$ cat src/verilog/sram_alloc_pkg.sv
`default_nettype none

package sram_alloc_pkg;

    // ************************************************************
    // switch geometry
    // ************************************************************
    localparam int NUM_SRAM = 32;
    localparam int NUM_PORT = 16;

    localparam int SRAM_W   = $clog2(NUM_SRAM);
    localparam int PORT_W   = $clog2(NUM_PORT);
    localparam int SPACE_W  = 11;
    localparam int LEN_W    = 9;
    localparam int AMOUNT_W = 9;
    localparam int THRESH_W = 6;

    typedef logic [SRAM_W-1:0]   sram_idx_t;
    typedef logic [PORT_W-1:0]   port_idx_t;
    typedef logic [SPACE_W-1:0]  space_t;
    typedef logic [LEN_W-1:0]    len_t;
    typedef logic [AMOUNT_W-1:0] amount_t;
    typedef logic [THRESH_W-1:0] thresh_t;

    // ************************************************************
    // match modes and their scan limits
    // ************************************************************
    typedef enum logic [1:0] {
        MODE_STATIC  = 2'd0,
        MODE_SEMI    = 2'd1,
        MODE_DYNAMIC = 2'd2
    } match_mode_t;

    // each limit equals the length of the mode's bank list
    localparam thresh_t MAX_STATIC  = 6'd1;
    localparam thresh_t MAX_SEMI    = 6'd17;
    localparam thresh_t MAX_DYNAMIC = 6'd32;

    localparam space_t SPACE_INIT = 11'd2047;

endpackage

`default_nettype wire

$ cat src/verilog/sram_scan_if.sv
`timescale 1ns/100ps
`default_nettype none

interface sram_scan_if
    import sram_alloc_pkg::*;
();
    // candidate issued by the sequencer
    logic      cand_valid;
    sram_idx_t cand_sram;
    logic      cand_fast;
    logic      cand_last;

    // status of that candidate, one cycle later
    logic      stat_valid;
    sram_idx_t stat_sram;
    logic      stat_fast;
    logic      stat_last;
    space_t    stat_free;
    logic      stat_occupied;
    amount_t   stat_amount;

    modport seq (output cand_valid, cand_sram, cand_fast, cand_last);

    modport tbl (
        input  cand_valid, cand_sram, cand_fast, cand_last,
        output stat_valid, stat_sram, stat_fast, stat_last,
        output stat_free, stat_occupied, stat_amount
    );

    modport picker (
        input stat_valid, stat_sram, stat_fast, stat_last,
        input stat_free, stat_occupied, stat_amount
    );

endinterface

`default_nettype wire

$ cat src/verilog/sram_best_picker.sv
`timescale 1ns/100ps
`default_nettype none

module sram_best_picker
    import sram_alloc_pkg::*;
(
    input  wire logic  clk,
    input  wire logic  rst_n,
    input  port_idx_t  cur_port,
    input  len_t       cur_len,
    input  thresh_t    eff_threshold,
    sram_scan_if.picker scan,
    output logic       scan_done,
    output logic       match_end,
    output logic       match_ok,
    output sram_idx_t  matched_sram,
    output logic       commit,
    output sram_idx_t  commit_sram,
    output port_idx_t  commit_port,
    output len_t       commit_len
);

    // hold masks the candidates still in flight after a decision
    logic      hold;
    logic      find;
    thresh_t   eval_cnt;
    sram_idx_t best_sram;
    amount_t   best_amount;

    logic      live;
    logic      eligible;
    logic      take;
    logic      new_find;
    thresh_t   new_cnt;
    logic      fast_hit;
    logic      scan_hit;
    logic      scan_fail;
    logic      decide;
    sram_idx_t pick_sram;

    // ************************************************************
    // evaluation of one status beat
    // ************************************************************
    assign live     = scan.stat_valid && !hold;
    assign eligible = !scan.stat_occupied && (scan.stat_free >= {2'b00, cur_len});

    // first eligible bank wins unless a later one has strictly more packets
    assign take     = eligible && (!find || (scan.stat_amount > best_amount));
    assign new_find = find || eligible;
    assign new_cnt  = eval_cnt + 6'd1;

    assign fast_hit  = scan.stat_fast && eligible;
    assign scan_hit  = !scan.stat_fast && new_find && (new_cnt >= eff_threshold);
    assign scan_fail = !scan.stat_fast && scan.stat_last && !new_find;
    assign decide    = live && (fast_hit || scan_hit || scan_fail);
    assign pick_sram = (scan.stat_fast || take) ? scan.stat_sram : best_sram;

    always_ff @(posedge clk) begin
        if (!rst_n) begin
            match_end <= 1'b0;
            match_ok  <= 1'b0;
            hold      <= 1'b0;
            find      <= 1'b0;
            eval_cnt  <= '0;
        end else begin
            match_end <= decide;
            match_ok  <= decide && (fast_hit || scan_hit);
            if (decide) begin
                hold     <= 1'b1;
                find     <= 1'b0;
                eval_cnt <= '0;
            end else if (!scan.stat_valid) begin
                hold <= 1'b0;
            end else if (live && !scan.stat_fast) begin
                find     <= new_find;
                eval_cnt <= new_cnt;
            end
        end
    end

    always_ff @(posedge clk) begin
        if (live && !scan.stat_fast && take) begin
            best_sram   <= scan.stat_sram;
            best_amount <= scan.stat_amount;
        end
        if (decide) begin
            matched_sram <= pick_sram;
            commit_port  <= cur_port;
            commit_len   <= cur_len;
        end
    end

    // the booking goes out together with a successful match_end
    assign scan_done   = match_end;
    assign commit      = match_ok;
    assign commit_sram = matched_sram;

endmodule

`default_nettype wire

$ cat src/flat_wrapper.sv
// flat-port wrapper written by rule: the top's interface ports become plain ports
module sram_best_picker_flat import sram_alloc_pkg::*;
  (clk, rst_n, cur_port, cur_len, eff_threshold, scan_done, match_end, match_ok, matched_sram, commit, commit_sram, commit_port, commit_len, scan_stat_valid, scan_stat_sram, scan_stat_fast, scan_stat_last, scan_stat_free, scan_stat_occupied, scan_stat_amount);
  sram_scan_if scan_i ();
  input  wire logic clk;
  input  wire logic rst_n;
  input  port_idx_t cur_port;
  input  len_t cur_len;
  input  thresh_t eff_threshold;
  output logic scan_done;
  output logic match_end;
  output logic match_ok;
  output sram_idx_t matched_sram;
  output logic commit;
  output sram_idx_t commit_sram;
  output port_idx_t commit_port;
  output len_t commit_len;
  input wire logic [$bits(scan_i.stat_valid)-1:0] scan_stat_valid;
  input wire logic [$bits(scan_i.stat_sram)-1:0] scan_stat_sram;
  input wire logic [$bits(scan_i.stat_fast)-1:0] scan_stat_fast;
  input wire logic [$bits(scan_i.stat_last)-1:0] scan_stat_last;
  input wire logic [$bits(scan_i.stat_free)-1:0] scan_stat_free;
  input wire logic [$bits(scan_i.stat_occupied)-1:0] scan_stat_occupied;
  input wire logic [$bits(scan_i.stat_amount)-1:0] scan_stat_amount;
  assign scan_i.stat_valid = scan_stat_valid;
  assign scan_i.stat_sram = scan_stat_sram;
  assign scan_i.stat_fast = scan_stat_fast;
  assign scan_i.stat_last = scan_stat_last;
  assign scan_i.stat_free = scan_stat_free;
  assign scan_i.stat_occupied = scan_stat_occupied;
  assign scan_i.stat_amount = scan_stat_amount;
  sram_best_picker u_core (.clk(clk), .rst_n(rst_n), .cur_port(cur_port), .cur_len(cur_len), .eff_threshold(eff_threshold), .scan(scan_i), .scan_done(scan_done), .match_end(match_end), .match_ok(match_ok), .matched_sram(matched_sram), .commit(commit), .commit_sram(commit_sram), .commit_port(commit_port), .commit_len(commit_len));
endmodule
$ cat config.mk
export PLATFORM = sky130hd
export DESIGN_NAME = sram_best_picker_flat
export DESIGN_NICKNAME = d
export VERILOG_FILES = /design/src/verilog/sram_alloc_pkg.sv /design/src/verilog/sram_scan_if.sv /design/src/verilog/sram_best_picker.sv /design/src/flat_wrapper.sv
export SDC_FILE = /design/constraint.sdc
export NUM_CORES = 1
export LEC_CHECK = 0
export BUFFER_PORTS_ARGS = -buffer_cell sky130_fd_sc_hd__buf_2
export CORE_ASPECT_RATIO = 0.6
export CORE_UTILIZATION = 38
export DETAILED_ROUTE_END_ITERATION = 12
export MAX_ROUTING_LAYER = met4
export PLACE_DENSITY = 0.63
export SYNTH_ARGS = -nofsm -noshare
export SYNTH_HDL_FRONTEND = slang
export SYNTH_SLANG_ARGS = --single-unit
export TNS_END_PERCENT = 30
$ cat constraint.sdc
create_clock -name clk -period 3 [get_ports clk]
set_clock_uncertainty 0.1 [all_clocks]
set_input_delay 0.6 -clock clk [delete_from_list [all_inputs] [get_ports clk]]
set_output_delay 0.6 -clock clk [all_outputs]
set_load 0.05 [all_outputs]
==> impl_metrics.toml <==
[outcome]
outcome = "finished, final reports clean"

[critical_path]
cp.arrival_ns = 2.74
path_buf_inv = 1
path_max_fanout = 12
crit_path_max_incr_delay_ns = 0.40
r2r_start = "u_core.eval_cnt[0]$_SDFFE_PP0P_"
worstSetupEndpointType = "flop"
crit_slowest_cell = "dfxtp_1"
cp_cell_sequence = "ha_1 -> nand3_1 -> xnor2_1 -> ha_1 -> a21o_1 -> a211o_1 -> nor2_1 -> o211ai_1 -> and2_1 -> buf_4"
worstSetupStartpointType = "flop"
cp.required_ns = 2.95
critPathLaunch = "u_core.eval_cnt[0]$_SDFFE_PP0P_"
path_class = "flop to flop"
crit_family = "compound AO/OA/AOI/OAI gates"
crit_top_cell = "ha_1"

[pwr]
vdd_ir_drop_max_mv = 0.175
power_mw = 1.36
leakagePower_nw = 1.33
switching_power_mw = 0.370
clkPwrFrac = 0.324
p_sw_frac = 0.271
comb_power_share = 0.187
pwr-share-seq = 0.489
intPower_mw = 0.993
p_per_area_mw_per_mm2 = 483

[logic_synthesis]
ys_types = 39
syn-num-nets = 267
synth_edf_count = 32
yosysWarnings = 0
synth_top_area_share = 0.429
ys_seq_elements = 42
synth_largest_area_cell = "edfxtp_1"
synth_area_per_cell_sq_um = 11.7
ys_seq_area_frac = 0.519
synthFlopType = "edfxtp_1"
async_flop_share = 0
syn_area_sq_mm = 0.00224
yosys-top-cells-area = "edfxtp_1 43%, ha_1 14%, dfxtp_1 8.9%"
postSynthCellCount = 192

[clock_network]
insertion_delay_ns = 0.29
postCtsSetupBuffers = 0
clkTransAtPathRegs_ns = 0.08
numCtsBuffers = 5
cts_tree = "done"
cts_hold_buf = 0
cts_sinks = 42
clockBufferDepth = 2
cts_root_buf = "clkbuf_8"
cts_max_level = 2
ctsResizeCount = 0

[routing]
firstDrtPassIters = 4
antenna_left = 0
wl_per_cell_microns = 12.8
vias = 1700
dr.max_layer_used = "met4"
drtIter0Drc = 34
finalWirelength_microns = 4550
met3_length_microns = 303
wl_met2_microns = 1870
wl_met1_microns = 2340
drc = 0
viasPerCell = 4.79

[final_layout]
layout.cells.non_filler = 355
final_common_cell = "buf_2"
final_layout_size_suffix_gt1_frac = 0.364
area_growth_pct = 26.0
final_core_util = 0.502
layout_common_cells = "76 x buf_2, 32 x edfxtp_1, 27 x inv_1"
num_antenna_cells = 0
finalNetCount = 349
nFillCells = 540

[place]
place_congestion = 0.787
hpwl_microns = 3650
placed_cells = 347
portBuffers = 76

[global_routing]
first_global_vias = 1502
grt_pass1_wl_microns = 6960
antenna_found_initial = 0
grt_overflow = 0
grt_start_max_net_pins = 15
grt_use_total = 0.157

[timing]
fmax_mhz = 358
finalSetupTns_ns = 0
rsz0062_at_grt = "no"
fin_hold_ws_ns = 0.380
fin_crit_sh = 0.930
final-hold-violation-count = 0
slew_headroom = 0.545
report.final.slew_viol_count = 0
setup-violations-final = 0
tightest_slew_ns = 0.677
min_period_ns = 2.79

[die]
die_w_microns = 101
rows = 21
start_util = 0.398
die_h_microns = 61.5
die_area_sq_mm = 0.00621
io_pins = 77
coreArea_sq_mm = 0.00562

[job]
cap_viol_max_count = 0

[hold_path]
min-delay-start = "cur_port[3]"
min_path_type = "input port to flop"
-- metal layers --
metal	vias to the layer above	track usage
li1	865	-
met1	768	0.217
met2	62	0.224
met3	5	0.0454
met4	0	0.0435
met5	-	-
-- worst reg2reg max path: cells and delay by family (launching register included) --
family / cells / cell delay (ns)
AO/OA/AOI/OAI: 3 / 0.64
buffers and inverters: 1 / 0.19
adder cells (fa/ha/maj): 2 / 0.47
AND/OR/NAND/NOR: 3 / 0.51
flip-flops: 1 / 0.40
XOR/XNOR: 1 / 0.23
-- Yosys cell counts (3+ instances only) --
master    count
inv_1        27
a21oi_1       5
nand4_1       4
dfxtp_1      10
a32o_1        4
nor3_1        5
ha_1         25
buf_4         7
nor2_1       13
nor2b_1       3
o21ai_0       3
nand2_1      10
nand3_1       6
edfxtp_1     32
mux2_2        6
-- state kept, by name (all words and copies together) (netlist names), 4 cells and up --
signal / cells
u_core.best_sram: 5
u_core.best_amount: 9
u_core.commit_len: 9
u_core.commit_sram: 5
u_core.commit_port: 4
u_core.eval_cnt: 6
-- through the flow --
step | area, sq um | worst slack [ns]
global route | 2820 | 0.0290
global placement | 2710 | 0.0538
detailed placement | 2710 | 0.0105
finish | 2820 | 0.210
floorplan | 2240 | 0.168
CTS | 2820 | 0.214
-- power groups by stage --
stage | logic, mW | clock network [mW] | registers [mW]
final | 0.255 | 0.441 | 0.666
after global routing | 0.281 | 0.482 | 0.669
after global placement | 0.253 | 0 | 0.679
after CTS | 0.257 | 0.457 | 0.667
after floorplan | 0.125 | 0 | 0.726
after detailed placement | 0.257 | 0 | 0.680
-- layout make-up --
cell class,instances,area [sq um],area share
sequential,42,1160,0.412
multi-input combinational,116,923,0.327
timing repair buffer,82,425,0.151
inverter,27,101,0.0359
tap,80,100,0.0355
clock buffer,5,68.8,0.0244
clock inverter,3,40.0,0.0142
-- cells by family (layout without fill, tap and decap cells) --
family          after synthesis  count (layout)  share of synthesized area
simple gates                 50              50                      0.110
compound gates               30              30                      0.113
flops                        42              42                      0.519
buf+inv                      34             117                     0.0688
mux                           7               7                     0.0347
xor+xnor                      4               4                     0.0157
fa+ha+maj                    25              25                      0.140
-- final timing paths --
path | to | slack, ns | cells past startpoint
setup / recovery | u_core.commit_sram[4]$_DFFE_PP_ | 0.21 | 10
setup reg to reg | u_core.commit_sram[4]$_DFFE_PP_ | 0.21 | 10
hold / removal | u_core.commit_port[3]$_DFFE_PP_ | 0.38 | 1
hold reg to reg | u_core.eval_cnt[1]$_SDFFE_PP0P_ | 0.40 | 1
Power figures use the tool's default switching activity.
