$ cat src/verilog/sram_alloc_pkg.sv
`default_nettype none

package sram_alloc_pkg;

    // ************************************************************
    // switch geometry
    // ************************************************************
    localparam int NUM_SRAM = 32;
    localparam int NUM_PORT = 16;

    localparam int SRAM_W   = $clog2(NUM_SRAM);
    localparam int PORT_W   = $clog2(NUM_PORT);
    localparam int SPACE_W  = 11;
    localparam int LEN_W    = 9;
    localparam int AMOUNT_W = 9;
    localparam int THRESH_W = 6;

    typedef logic [SRAM_W-1:0]   sram_idx_t;
    typedef logic [PORT_W-1:0]   port_idx_t;
    typedef logic [SPACE_W-1:0]  space_t;
    typedef logic [LEN_W-1:0]    len_t;
    typedef logic [AMOUNT_W-1:0] amount_t;
    typedef logic [THRESH_W-1:0] thresh_t;

    // ************************************************************
    // match modes and their scan limits
    // ************************************************************
    typedef enum logic [1:0] {
        MODE_STATIC  = 2'd0,
        MODE_SEMI    = 2'd1,
        MODE_DYNAMIC = 2'd2
    } match_mode_t;

    // each limit equals the length of the mode's bank list
    localparam thresh_t MAX_STATIC  = 6'd1;
    localparam thresh_t MAX_SEMI    = 6'd17;
    localparam thresh_t MAX_DYNAMIC = 6'd32;

    localparam space_t SPACE_INIT = 11'd2047;

endpackage

`default_nettype wire

$ cat src/verilog/sram_scan_if.sv
`timescale 1ns/100ps
`default_nettype none

interface sram_scan_if
    import sram_alloc_pkg::*;
();
    // candidate issued by the sequencer
    logic      cand_valid;
    sram_idx_t cand_sram;
    logic      cand_fast;
    logic      cand_last;

    // status of that candidate, one cycle later
    logic      stat_valid;
    sram_idx_t stat_sram;
    logic      stat_fast;
    logic      stat_last;
    space_t    stat_free;
    logic      stat_occupied;
    amount_t   stat_amount;

    modport seq (output cand_valid, cand_sram, cand_fast, cand_last);

    modport tbl (
        input  cand_valid, cand_sram, cand_fast, cand_last,
        output stat_valid, stat_sram, stat_fast, stat_last,
        output stat_free, stat_occupied, stat_amount
    );

    modport picker (
        input stat_valid, stat_sram, stat_fast, stat_last,
        input stat_free, stat_occupied, stat_amount
    );

endinterface

`default_nettype wire

$ cat src/verilog/sram_scan_sequencer.sv
`timescale 1ns/100ps
`default_nettype none

module sram_scan_sequencer
    import sram_alloc_pkg::*;
#(
    parameter int PORT_IDX = 3
) (
    input  wire logic        clk,
    input  wire logic        rst_n,
    input  wire logic        req,
    input  port_idx_t        dest_port,
    input  len_t             length,
    input  match_mode_t      match_mode,
    input  wire logic [4:0]  threshold,
    input  wire logic        scan_done,
    input  wire logic        match_ok,
    input  sram_idx_t        matched_sram,
    output logic             busy,
    output port_idx_t        cur_port,
    output len_t             cur_len,
    output thresh_t          eff_threshold,
    output logic             last_valid,
    output sram_idx_t        last_sram,
    output port_idx_t        last_port,
    sram_scan_if.seq         scan
);

    localparam sram_idx_t FIRST_SRAM = sram_idx_t'(PORT_IDX);

    match_mode_t cur_mode;
    sram_idx_t   next_sram;
    logic        fast_ok;

    function automatic thresh_t mode_max(input match_mode_t mode);
        case (mode)
            MODE_STATIC: return MAX_STATIC;
            MODE_SEMI:   return MAX_SEMI;
            default:     return MAX_DYNAMIC;
        endcase
    endfunction

    // bank following cur in the visiting order of the mode
    function automatic sram_idx_t next_bank(input sram_idx_t cur, input match_mode_t mode);
        case (mode)
            MODE_STATIC: return FIRST_SRAM;
            MODE_SEMI:   begin
                if (cur == 5'd31) begin
                    return FIRST_SRAM;
                end else if (cur < 5'd16) begin
                    return 5'd16;
                end
                return cur + 5'd1;
            end
            default:     return cur + 5'd1;
        endcase
    endfunction

    function automatic logic is_last(input sram_idx_t b, input match_mode_t mode);
        case (mode)
            MODE_STATIC: return 1'b1;
            MODE_SEMI:   return b == 5'd31;
            default:     return sram_idx_t'(b + 5'd1) == FIRST_SRAM;
        endcase
    endfunction

    // a fast candidate is always followed by the first bank of the mode
    assign next_sram = scan.cand_fast ? FIRST_SRAM : next_bank(scan.cand_sram, cur_mode);
    assign fast_ok   = last_valid && (last_port == dest_port);

    always_ff @(posedge clk) begin
        if (!rst_n) begin
            busy            <= 1'b0;
            scan.cand_valid <= 1'b0;
            last_valid      <= 1'b0;
        end else if (!busy) begin
            if (req) begin
                busy            <= 1'b1;
                scan.cand_valid <= 1'b1;
            end
        end else if (scan_done) begin
            busy            <= 1'b0;
            scan.cand_valid <= 1'b0;
            if (match_ok) begin
                last_valid <= 1'b1;
            end
        end
    end

    always_ff @(posedge clk) begin
        if (!busy && req) begin
            cur_port      <= dest_port;
            cur_len       <= length;
            cur_mode      <= match_mode;
            eff_threshold <= ({1'b0, threshold} > mode_max(match_mode)) ?
                             mode_max(match_mode) : {1'b0, threshold};
            if (fast_ok) begin
                scan.cand_sram <= last_sram;
                scan.cand_fast <= 1'b1;
                scan.cand_last <= 1'b0;
            end else begin
                scan.cand_sram <= FIRST_SRAM;
                scan.cand_fast <= 1'b0;
                scan.cand_last <= is_last(FIRST_SRAM, match_mode);
            end
        end else if (busy && !scan_done) begin
            scan.cand_sram <= next_sram;
            scan.cand_fast <= 1'b0;
            scan.cand_last <= is_last(next_sram, cur_mode);
        end
        if (busy && scan_done && match_ok) begin
            last_sram <= matched_sram;
            last_port <= cur_port;
        end
    end

endmodule

`default_nettype wire

$ cat src/flat_wrapper.sv
// flat-port wrapper written by rule: the top's interface ports become plain ports
module sram_scan_sequencer_flat import sram_alloc_pkg::*;
#(
    parameter int PORT_IDX = 3
)
  (clk, rst_n, req, dest_port, length, match_mode, threshold, scan_done, match_ok, matched_sram, busy, cur_port, cur_len, eff_threshold, last_valid, last_sram, last_port, scan_cand_valid, scan_cand_sram, scan_cand_fast, scan_cand_last);
  sram_scan_if scan_i ();
  input  wire logic clk;
  input  wire logic rst_n;
  input  wire logic req;
  input  port_idx_t dest_port;
  input  len_t length;
  input  match_mode_t match_mode;
  input  wire logic [4:0] threshold;
  input  wire logic scan_done;
  input  wire logic match_ok;
  input  sram_idx_t matched_sram;
  output logic busy;
  output port_idx_t cur_port;
  output len_t cur_len;
  output thresh_t eff_threshold;
  output logic last_valid;
  output sram_idx_t last_sram;
  output port_idx_t last_port;
  output wire logic [$bits(scan_i.cand_valid)-1:0] scan_cand_valid;
  output wire logic [$bits(scan_i.cand_sram)-1:0] scan_cand_sram;
  output wire logic [$bits(scan_i.cand_fast)-1:0] scan_cand_fast;
  output wire logic [$bits(scan_i.cand_last)-1:0] scan_cand_last;
  assign scan_cand_valid = scan_i.cand_valid;
  assign scan_cand_sram = scan_i.cand_sram;
  assign scan_cand_fast = scan_i.cand_fast;
  assign scan_cand_last = scan_i.cand_last;
  sram_scan_sequencer #(.PORT_IDX(PORT_IDX)) u_core (.clk(clk), .rst_n(rst_n), .req(req), .dest_port(dest_port), .length(length), .match_mode(match_mode), .threshold(threshold), .scan_done(scan_done), .match_ok(match_ok), .matched_sram(matched_sram), .busy(busy), .cur_port(cur_port), .cur_len(cur_len), .eff_threshold(eff_threshold), .last_valid(last_valid), .last_sram(last_sram), .last_port(last_port), .scan(scan_i));
endmodule
$ cat config.mk
export PLATFORM = sky130hd
export DESIGN_NAME = sram_scan_sequencer_flat
export DESIGN_NICKNAME = d
export VERILOG_FILES = /design/src/verilog/sram_alloc_pkg.sv /design/src/verilog/sram_scan_if.sv /design/src/verilog/sram_scan_sequencer.sv /design/src/flat_wrapper.sv
export SDC_FILE = /design/constraint.sdc
export NUM_CORES = 1
export LEC_CHECK = 0
export ABC_AREA = 1
export BUFFER_PORTS_ARGS = -buffer_cell sky130_fd_sc_hd__buf_2
export CAP_MARGIN = 20
export CORE_MARGIN = 2
export CORE_UTILIZATION = 52
export CTS_CLUSTER_SIZE = 40
export DETAILED_ROUTE_END_ITERATION = 6
export PLACE_DENSITY = 0.84
export SYNTH_ARGS = -nofsm -noshare
export SYNTH_HDL_FRONTEND = slang
export SYNTH_SLANG_ARGS = --single-unit
$ cat constraint.sdc
create_clock -name clk -period 4.4 [get_ports clk]
set_clock_uncertainty 0.15 [all_clocks]
set_input_delay 0 -clock clk [delete_from_list [all_inputs] [get_ports clk]]
set_output_delay 0 -clock clk [all_outputs]
set_load 0.01 [all_outputs]
==> impl_metrics.json, run 1 <==
{
  "synthFlopType": "sky130_fd_sc_hd__edfxtp_1",
  "postSynthRegisterBits": 40,
  "yosysSeqAreaShare": 0.662,
  "drcViolationCount": 0,
  "via_per_inst": 4.76,
  "drt.antenna.violating_nets": 0,
  "synth_top_area_frac": 0.628,
  "grt_max_degree": 27,
  "grt_setup_unrepaired": "false",
  "finalCoreUtilization": 0.771,
  "startpoint_type": "register",
  "grt_overflow": 0,
  "cts_num_sinks": 40,
  "synth-xor-area-share": 0.00990,
  "mappedNetlistArea_um2": 1770,
  "finalSetupViolations": 0,
  "synth_async_sr_flop_share": 0,
  "status": "complete, no violations",
  "place.detailed.instances": 273,
  "netlist_top_cells_area": "sky130_fd_sc_hd__edfxtp_1, sky130_fd_sc_hd__nand2_1, sky130_fd_sc_hd__inv_1",
  "place_congestion": 0.888,
  "setup.worst_path.start": "u_core.scan.cand_sram[0]",
  "synth_nets": 197,
  "floorplan.die.width_um": 62.3,
  "critical_path_arrival_ps": 2860,
  "core_um2": 3310,
  "drt_pass1_iterations": 4,
  "portBuffers": 67,
  "htreeDepth": 2,
  "design.portCount": 68,
  "clock_pin_slew_worst_setup_and_hold_paths_ps": 130,
  "hold_violations": 0,
  "worst_hold_path_type": "primary input to register",
  "clockBufferDepth": 2,
  "max-cap-violations": 0,
  "simple_gate_area_share_of_the_yosys_netlist": 0.170,
  "fin_crit_ps": 2790,
  "worst_r2r_path_depth": 16,
  "lkg_pwr_uw": 0.00121,
  "fillCellCount": 219,
  "grt_usage": 0.235,
  "drt-wirelength-per-cell_um": 13.8,
  "final_nets": 300,
  "final.setup.tns_ps": 0,
  "regToRegStartpoint": "u_core.scan.cand_sram[0]",
  "crit_path_end_kind": "register",
  "antenna_cells": 0,
  "tritoncts_buffers": 5,
  "area_leader_netlist": "sky130_fd_sc_hd__edfxtp_1",
  "floorplan.rows": 21,
  "most_common_cell_in_the_synthesized_netlist": "sky130_fd_sc_hd__nand2_1",
  "clk_latency_ps": 360,
  "reg2reg_setup_slack_ps": 1610,
  "grt_pass1_vias": 1511,
  "antenna_found_initial": 0,
  "tritoncts_clock_tree": "done",
  "die-height_um": 62.3,
  "largest_family_of_logic_cells_by_synthesized_area": "simple AND/OR/NAND/NOR gates",
  "maxSlewViolCount": 0,
  "fin_crit_sh": 0.635,
  "finalNonFillerCells": 310,
  "synth_top_cells_by_count": "sky130_fd_sc_hd__nand2_1, sky130_fd_sc_hd__edfxtp_1, sky130_fd_sc_hd__inv_1",
  "dieArea_um2": 3890,
  "multi_input_area_um2": 500,
  "synthAdderAreaFrac": 0.0495,
  "synth_compound_area_frac": 0.0509,
  "regToRegEndpoint": "u_core.scan.cand_last",
  "first_iter_violations": 51,
  "timing_worst_setup_path_type": "register to register",
  "grt_first_pass_wirelength_um": 6880,
  "post_synth_inst_count": 160,
  "dr_total_vias": 1476,
  "worstHoldStart": "match_ok",
  "critical_path_peak_fanout": 5,
  "post_synth_edffs": 37,
  "synth_cell_type_count": 23,
  "floorplan.initialDensity": 0.534,
  "power_uw": 900,
  "synth.area.mux_share": 0,
  "worst_slew_pin_slew_ps": 750,
  "power.density_cell_area_nw_per_um2": 353,
  "critPathRequiredTime_ps": 4470,
  "relSlewSlack": 0.500,
  "ratio_of_cells_with_drive_above_1_in_the_final_layout": 0.322,
  "critPathCapture": "u_core.scan.cand_last",
  "syn2layout_area_growth_pct": 44.3,
  "dp_hpwl_um": 2510,
  "drt-total-wl_um": 4270,
  "synthesis.yosys.warnings": 0,
  "syn_area_per_cell_um2": 11.1,
  "max_freq_mhz": 358,
  "ctsRootBufferMaster": "sky130_fd_sc_hd__clkbuf_4",
  "layout.area.seq_um2": 1170,
  "vdd_drop_max_v": 0.000253
}
[critical path, stage by stage, from the launching register on]
cell and delay (ps):
sky130_fd_sc_hd__edfxtp_1 470, sky130_fd_sc_hd__ha_1 260, sky130_fd_sc_hd__nand3_1 110, sky130_fd_sc_hd__ha_1 220
sky130_fd_sc_hd__nand2_1 70, sky130_fd_sc_hd__nand2_1 80, sky130_fd_sc_hd__nand2_2 80, sky130_fd_sc_hd__nor2_1 170
sky130_fd_sc_hd__nand3_1 90, sky130_fd_sc_hd__nor2_1 100, sky130_fd_sc_hd__ha_1 220, sky130_fd_sc_hd__or2_2 270
sky130_fd_sc_hd__a21oi_1 110, sky130_fd_sc_hd__nand3_1 80, sky130_fd_sc_hd__nand2_1 70, sky130_fd_sc_hd__nand2_1 50
sky130_fd_sc_hd__nand2_1 50
[report_power, final]
part	switching, uW	internal, uW	total (uW)
sequential	14.3	445	459
clock	121	177	298
combinational	78.6	63.9	143
[layer usage]
layer / global-route usage / part of all wire / vias up
met2: 0.435 / 0.52 / 62
met4: 0.0750 / 0.016 / 0
met3: 0.0779 / 0.072 / 11
met1: 0.253 / 0.39 / 675
met5: 0 / 0 / -
li1: - / - / 728
[sequential cells by signal, indices dropped and copies added, names as in the netlist]
signal,count
u_core.scan.cand_sram,5
u_core.busy,1
u_core.eff_threshold,6
u_core.scan.cand_valid,1
u_core.last_sram,5
u_core.cur_port,4
u_core.cur_len,9
u_core.scan.cand_last,1
u_core.last_valid,1
u_core.last_port,4
u_core.cur_mode,2
u_core.scan.cand_fast,1
[placed cells by master (no fill, tap or decap), types with 2 or more instances in the layout]
| master | synthesis | layout |
|---|---|---|
| sky130_fd_sc_hd__o21ai_0 | 4 | 4 |
| sky130_fd_sc_hd__nand2_1 | 44 | 44 |
| sky130_fd_sc_hd__buf_2 | 0 | 67 |
| sky130_fd_sc_hd__o21ai_1 | 3 | 3 |
| sky130_fd_sc_hd__edfxtp_1 | 37 | 37 |
| sky130_fd_sc_hd__nand2_2 | 4 | 4 |
| sky130_fd_sc_hd__ha_1 | 7 | 7 |
| sky130_fd_sc_hd__dlygate4sd3_1 | 0 | 29 |
| sky130_fd_sc_hd__nor3_1 | 2 | 2 |
| sky130_fd_sc_hd__nand3_1 | 5 | 5 |
| sky130_fd_sc_hd__inv_2 | 2 | 2 |
| sky130_fd_sc_hd__nor2_4 | 3 | 3 |
| sky130_fd_sc_hd__clkbuf_4 | 0 | 5 |
| sky130_fd_sc_hd__a21oi_1 | 5 | 5 |
| sky130_fd_sc_hd__inv_1 | 24 | 24 |
| sky130_fd_sc_hd__bufinv_16 | 0 | 2 |
| sky130_fd_sc_hd__dfxtp_1 | 3 | 3 |
| sky130_fd_sc_hd__nor2_1 | 8 | 8 |
[timing repair]
item	CTS	global route
buffers inserted	0	0
gates resized for setup	0	0
hold endpoints to repair	29	0
hold buffers	29	0
[area by class of cell]
class                   count  area share
multi-input cells          94       0.196
well taps                  46      0.0225
flip-flops and latches     40       0.459
inverters                  26      0.0382
clock buffers               6      0.0162
repair buffers             96       0.245
clock inverters             2      0.0235
[worst min-delay path by stage]
stage / to / slack, ps / cells past startpoint
after floorplan: u_core.cur_len[0] / -50 / 0
after global placement: u_core.cur_len[4] / 30 / 1
after detailed placement: u_core.last_sram[3] / 30 / 1
after CTS: u_core.last_port[3] / 20 / 3
after global routing: u_core.last_port[1] / 50 / 3
final: u_core.last_port[3] / 50 / 3
[metrics by stage]
| stage | worst slack [ps] | hold slack [ps] | area, um2 |
|---|---|---|---|
| 3_5_place_dp | 1660 | 28.4 | 2160 |
| 3_3_place_gp | 1750 | 26.4 | 2160 |
| 5_1_grt | 1310 | 53.3 | 2550 |
| 6_report | 1610 | 45.8 | 2550 |
| 4_1_cts | 1640 | 20.9 | 2550 |
| 2_1_floorplan | 1840 | -51.1 | 1770 |
[kinds of logic (layout without fill, tap and decap cells)]
logic type	after synthesis	after routing
and+or+nand+nor	68	68
DFF	40	40
buffers and inverters	26	130
AOI/OAI and AO/OA	16	16
adders and majority gates	7	7
xor gates and xnor gates	2	2
other	1	1
Power figures use the tool's default switching activity.
==> run 2: changes to the inputs <==
Settings changed: ABC_AREA 1 to 0, CORE_UTILIZATION 52 to 43, PLACE_DENSITY 0.84 to 0.75.
Clock period 4.4 ns to 2.35 ns, I/O delays scaled along.
==> run 2 against run 1 <==
Compared with the run above: the run now ends with negative setup slack left; clock power up 88%; cell count down 11%; count of clock-buffer cells in the layout down 1; critical path depth down 6; die area up 18%; critical endpoint unchanged.
==> impl_metrics.json, run 2 <==
{
  "critical_path_peak_fanout": 4,
  "hold_violations": 0,
  "die-height_um": 67.6,
  "min_delay_path_depth": 4,
  "antenna_cells": 0,
  "largest_register_ff_count": 9,
  "drt.antenna.violating_nets": 0,
  "netlist_top_cells_area": "sky130_fd_sc_hd__edfxtp_1, sky130_fd_sc_hd__ha_1, sky130_fd_sc_hd__dfxtp_1",
  "first_iter_violations": 41,
  "hold_end": "u_core.scan.cand_sram[4]",
  "max_freq_mhz": 380,
  "fin_crit_ps": 2630,
  "grt_max_degree": 23,
  "yosysSeqAreaShare": 0.672,
  "failed_checks": "negative setup slack",
  "post_synth_edffs": 37,
  "design.portCount": 68,
  "clk_latency_ps": 290,
  "timing_worst_setup_path_type": "register to register",
  "synth_async_sr_flop_share": 0,
  "power.density_cell_area_nw_per_um2": 655,
  "critPathRequiredTime_ps": 2310,
  "place_congestion": 0.872,
  "grt_pass1_vias": 1466,
  "worst_hold_path_type": "primary input to register",
  "portBuffers": 67,
  "syn_area_per_cell_um2": 15.1,
  "antenna_found_initial": 0,
  "regToRegEndpoint": "u_core.scan.cand_last",
  "tritoncts_buffers": 5,
  "regToRegStartpoint": "u_core.scan.cand_sram[0]",
  "synth_cell_type_count": 41,
  "place_worst_setup_slack_ps": -312,
  "postLayoutCellArea_um2": 2660,
  "synth_nets": 152,
  "crit_path_end_kind": "register",
  "ratio_of_cells_with_drive_above_1_in_the_final_layout": 0.454,
  "dieArea_um2": 4580,
  "drt_pass1_iterations": 4,
  "final_common_cell": "sky130_fd_sc_hd__buf_2",
  "most_common_cell_in_the_synthesized_netlist": "sky130_fd_sc_hd__edfxtp_1",
  "core_um2": 3940,
  "max_flop_register": "u_core.cur_len",
  "grt_usage": 0.209,
  "critical_path_arrival_ps": 2590,
  "syn2layout_area_growth_pct": 52.4,
  "maxSlewViolCount": 0,
  "max-cap-violations": 0,
  "worstHoldStart": "req",
  "ctsRootBufferMaster": "sky130_fd_sc_hd__clkbuf_8",
  "finalSetupViolations": 1,
  "clockBufferDepth": 2,
  "fillCellCount": 265,
  "post_place_instance_area_um2": 2200,
  "synthesis.yosys.warnings": 0,
  "final_cell_mix": "sky130_fd_sc_hd__buf_2, sky130_fd_sc_hd__edfxtp_1, sky130_fd_sc_hd__dlygate4sd3_1",
  "postSynthRegisterBits": 40,
  "lkg_pwr_uw": 0.00115,
  "floorplan.initialDensity": 0.442,
  "synth_top_area_frac": 0.638,
  "via_per_inst": 4.91,
  "grt_setup_unrepaired": "true",
  "dr_total_vias": 1360,
  "startpoint_type": "register",
  "clock_pin_slew_worst_setup_and_hold_paths_ps": 80,
  "area_leader_netlist": "sky130_fd_sc_hd__edfxtp_1",
  "reg2reg_setup_slack_ps": -280,
  "drt-total-wl_um": 4410,
  "post_synth_inst_count": 115,
  "synthFlopType": "sky130_fd_sc_hd__edfxtp_1",
  "final_nets": 263,
  "floorplan.rows": 23,
  "floorplan.die.width_um": 67.6,
  "htreeDepth": 2,
  "status": "finished, violations left",
  "cts_num_sinks": 40,
  "dp_hpwl_um": 2710,
  "drt-wirelength-per-cell_um": 15.9,
  "worst_r2r_path_depth": 10,
  "synth_top_cells_by_count": "sky130_fd_sc_hd__edfxtp_1, sky130_fd_sc_hd__ha_1, sky130_fd_sc_hd__inv_1",
  "vdd_drop_max_v": 0.000572,
  "tritoncts_clock_tree": "done",
  "fin_crit_sh": 1.12,
  "mappedNetlistArea_um2": 1740,
  "grt_first_pass_wirelength_um": 6910,
  "postLayoutSetupSlackWorst_ps": -283,
  "drcViolationCount": 0,
  "reg_top3": "u_core.cur_len (9), u_core.eff_threshold (6)",
  "grt_overflow": 0
}
run 2: cell count changes after synthesis, moves of 4 or more:
cell,previous run,this run
sky130_fd_sc_hd__nand2_1,44,6
sky130_fd_sc_hd__nor2b_1,0,4
sky130_fd_sc_hd__nor2_1,8,3
sky130_fd_sc_hd__o21ai_0,4,0
sky130_fd_sc_hd__inv_1,24,7
run 2: logic make-up (layout without fill, tap and decap cells):
family,after synthesis,in the layout,synth area share
flops,40,40,0.672
simple gates,33,33,0.131
compound gates,18,18,0.0812
buf+inv,9,121,0.0244
fa+ha+maj,7,7,0.0503
xor+xnor,6,6,0.0302
other cells,1,1,0.00215
mux,1,1,0.00862
run 2: worst max-delay path, stage by stage (launching register included):
cell and delay (ps):
sky130_fd_sc_hd__edfxtp_1 360, sky130_fd_sc_hd__ha_2 220, sky130_fd_sc_hd__nand3_4 90, sky130_fd_sc_hd__ha_4 190, sky130_fd_sc_hd__a21o_1 170, sky130_fd_sc_hd__a22o_1 240
sky130_fd_sc_hd__o21bai_1 160, sky130_fd_sc_hd__nor4b_4 230, sky130_fd_sc_hd__ha_1 260, sky130_fd_sc_hd__nand4b_1 160, sky130_fd_sc_hd__o31ai_1 230
run 2: how the worst max path moves through the flow:
| stage | end | startpoint | cells after the start | slack [ps] |
|---|---|---|---|---|
| floorplan | u_core.scan.cand_last | u_core.scan.cand_sram[0] | 10 | -170 |
| global placement | u_core.scan.cand_last | u_core.scan.cand_sram[1] | 10 | -130 |
| detailed placement | u_core.scan.cand_last | u_core.scan.cand_sram[1] | 10 | -310 |
| CTS | u_core.scan.cand_last | u_core.scan.cand_sram[0] | 10 | -300 |
| global route | u_core.scan.cand_last | u_core.scan.cand_sram[0] | 12 | -360 |
| finish | u_core.scan.cand_last | u_core.scan.cand_sram[0] | 10 | -280 |
run 2: cell type report:
class	count	area, um2	share of cell area
clock buffer	5	68.8	0.0259
multi-input combinational	66	584	0.220
inverter	7	26.3	0.00990
sequential	40	1170	0.441
clock inverter	3	46.3	0.0174
timing repair buffer	106	696	0.262
tap	50	62.6	0.0236
run 2: timing repair:
action | CTS | global route
endpoints found under the setup margin | 1 | 1
pin swaps | 9 | 1
hold buffers | 27 | 0
setup buffers | 3 | 0
resized for setup | 6 | 2
hold endpoints to repair | 28 | 0
run 2: where the power goes:
group	switching (uW)	internal (uW)	total (uW)
logic	156	163	319
clock network	239	320	559
registers	27.5	833	860
run 2: stage by stage:
step                cells  hold slack [ps]  total power (uW)  TNS (ps)  utilization
finish                277              172              1740      -283        0.673
global route          277              206              1800      -363        0.673
CTS                   277              151              1740      -299        0.670
detailed placement    239             28.1              1130      -312        0.558
global placement      239             27.4              1110      -134        0.558
floorplan             115            -51.1              1010      -169            -
run 2: routing by layer:
metal | global-route usage | routed length, um
met3 | 0.0667 | 293
met5 | 0 | 0
met4 | 0.0612 | 44
met1 | 0.212 | 1540
met2 | 0.401 | 2530
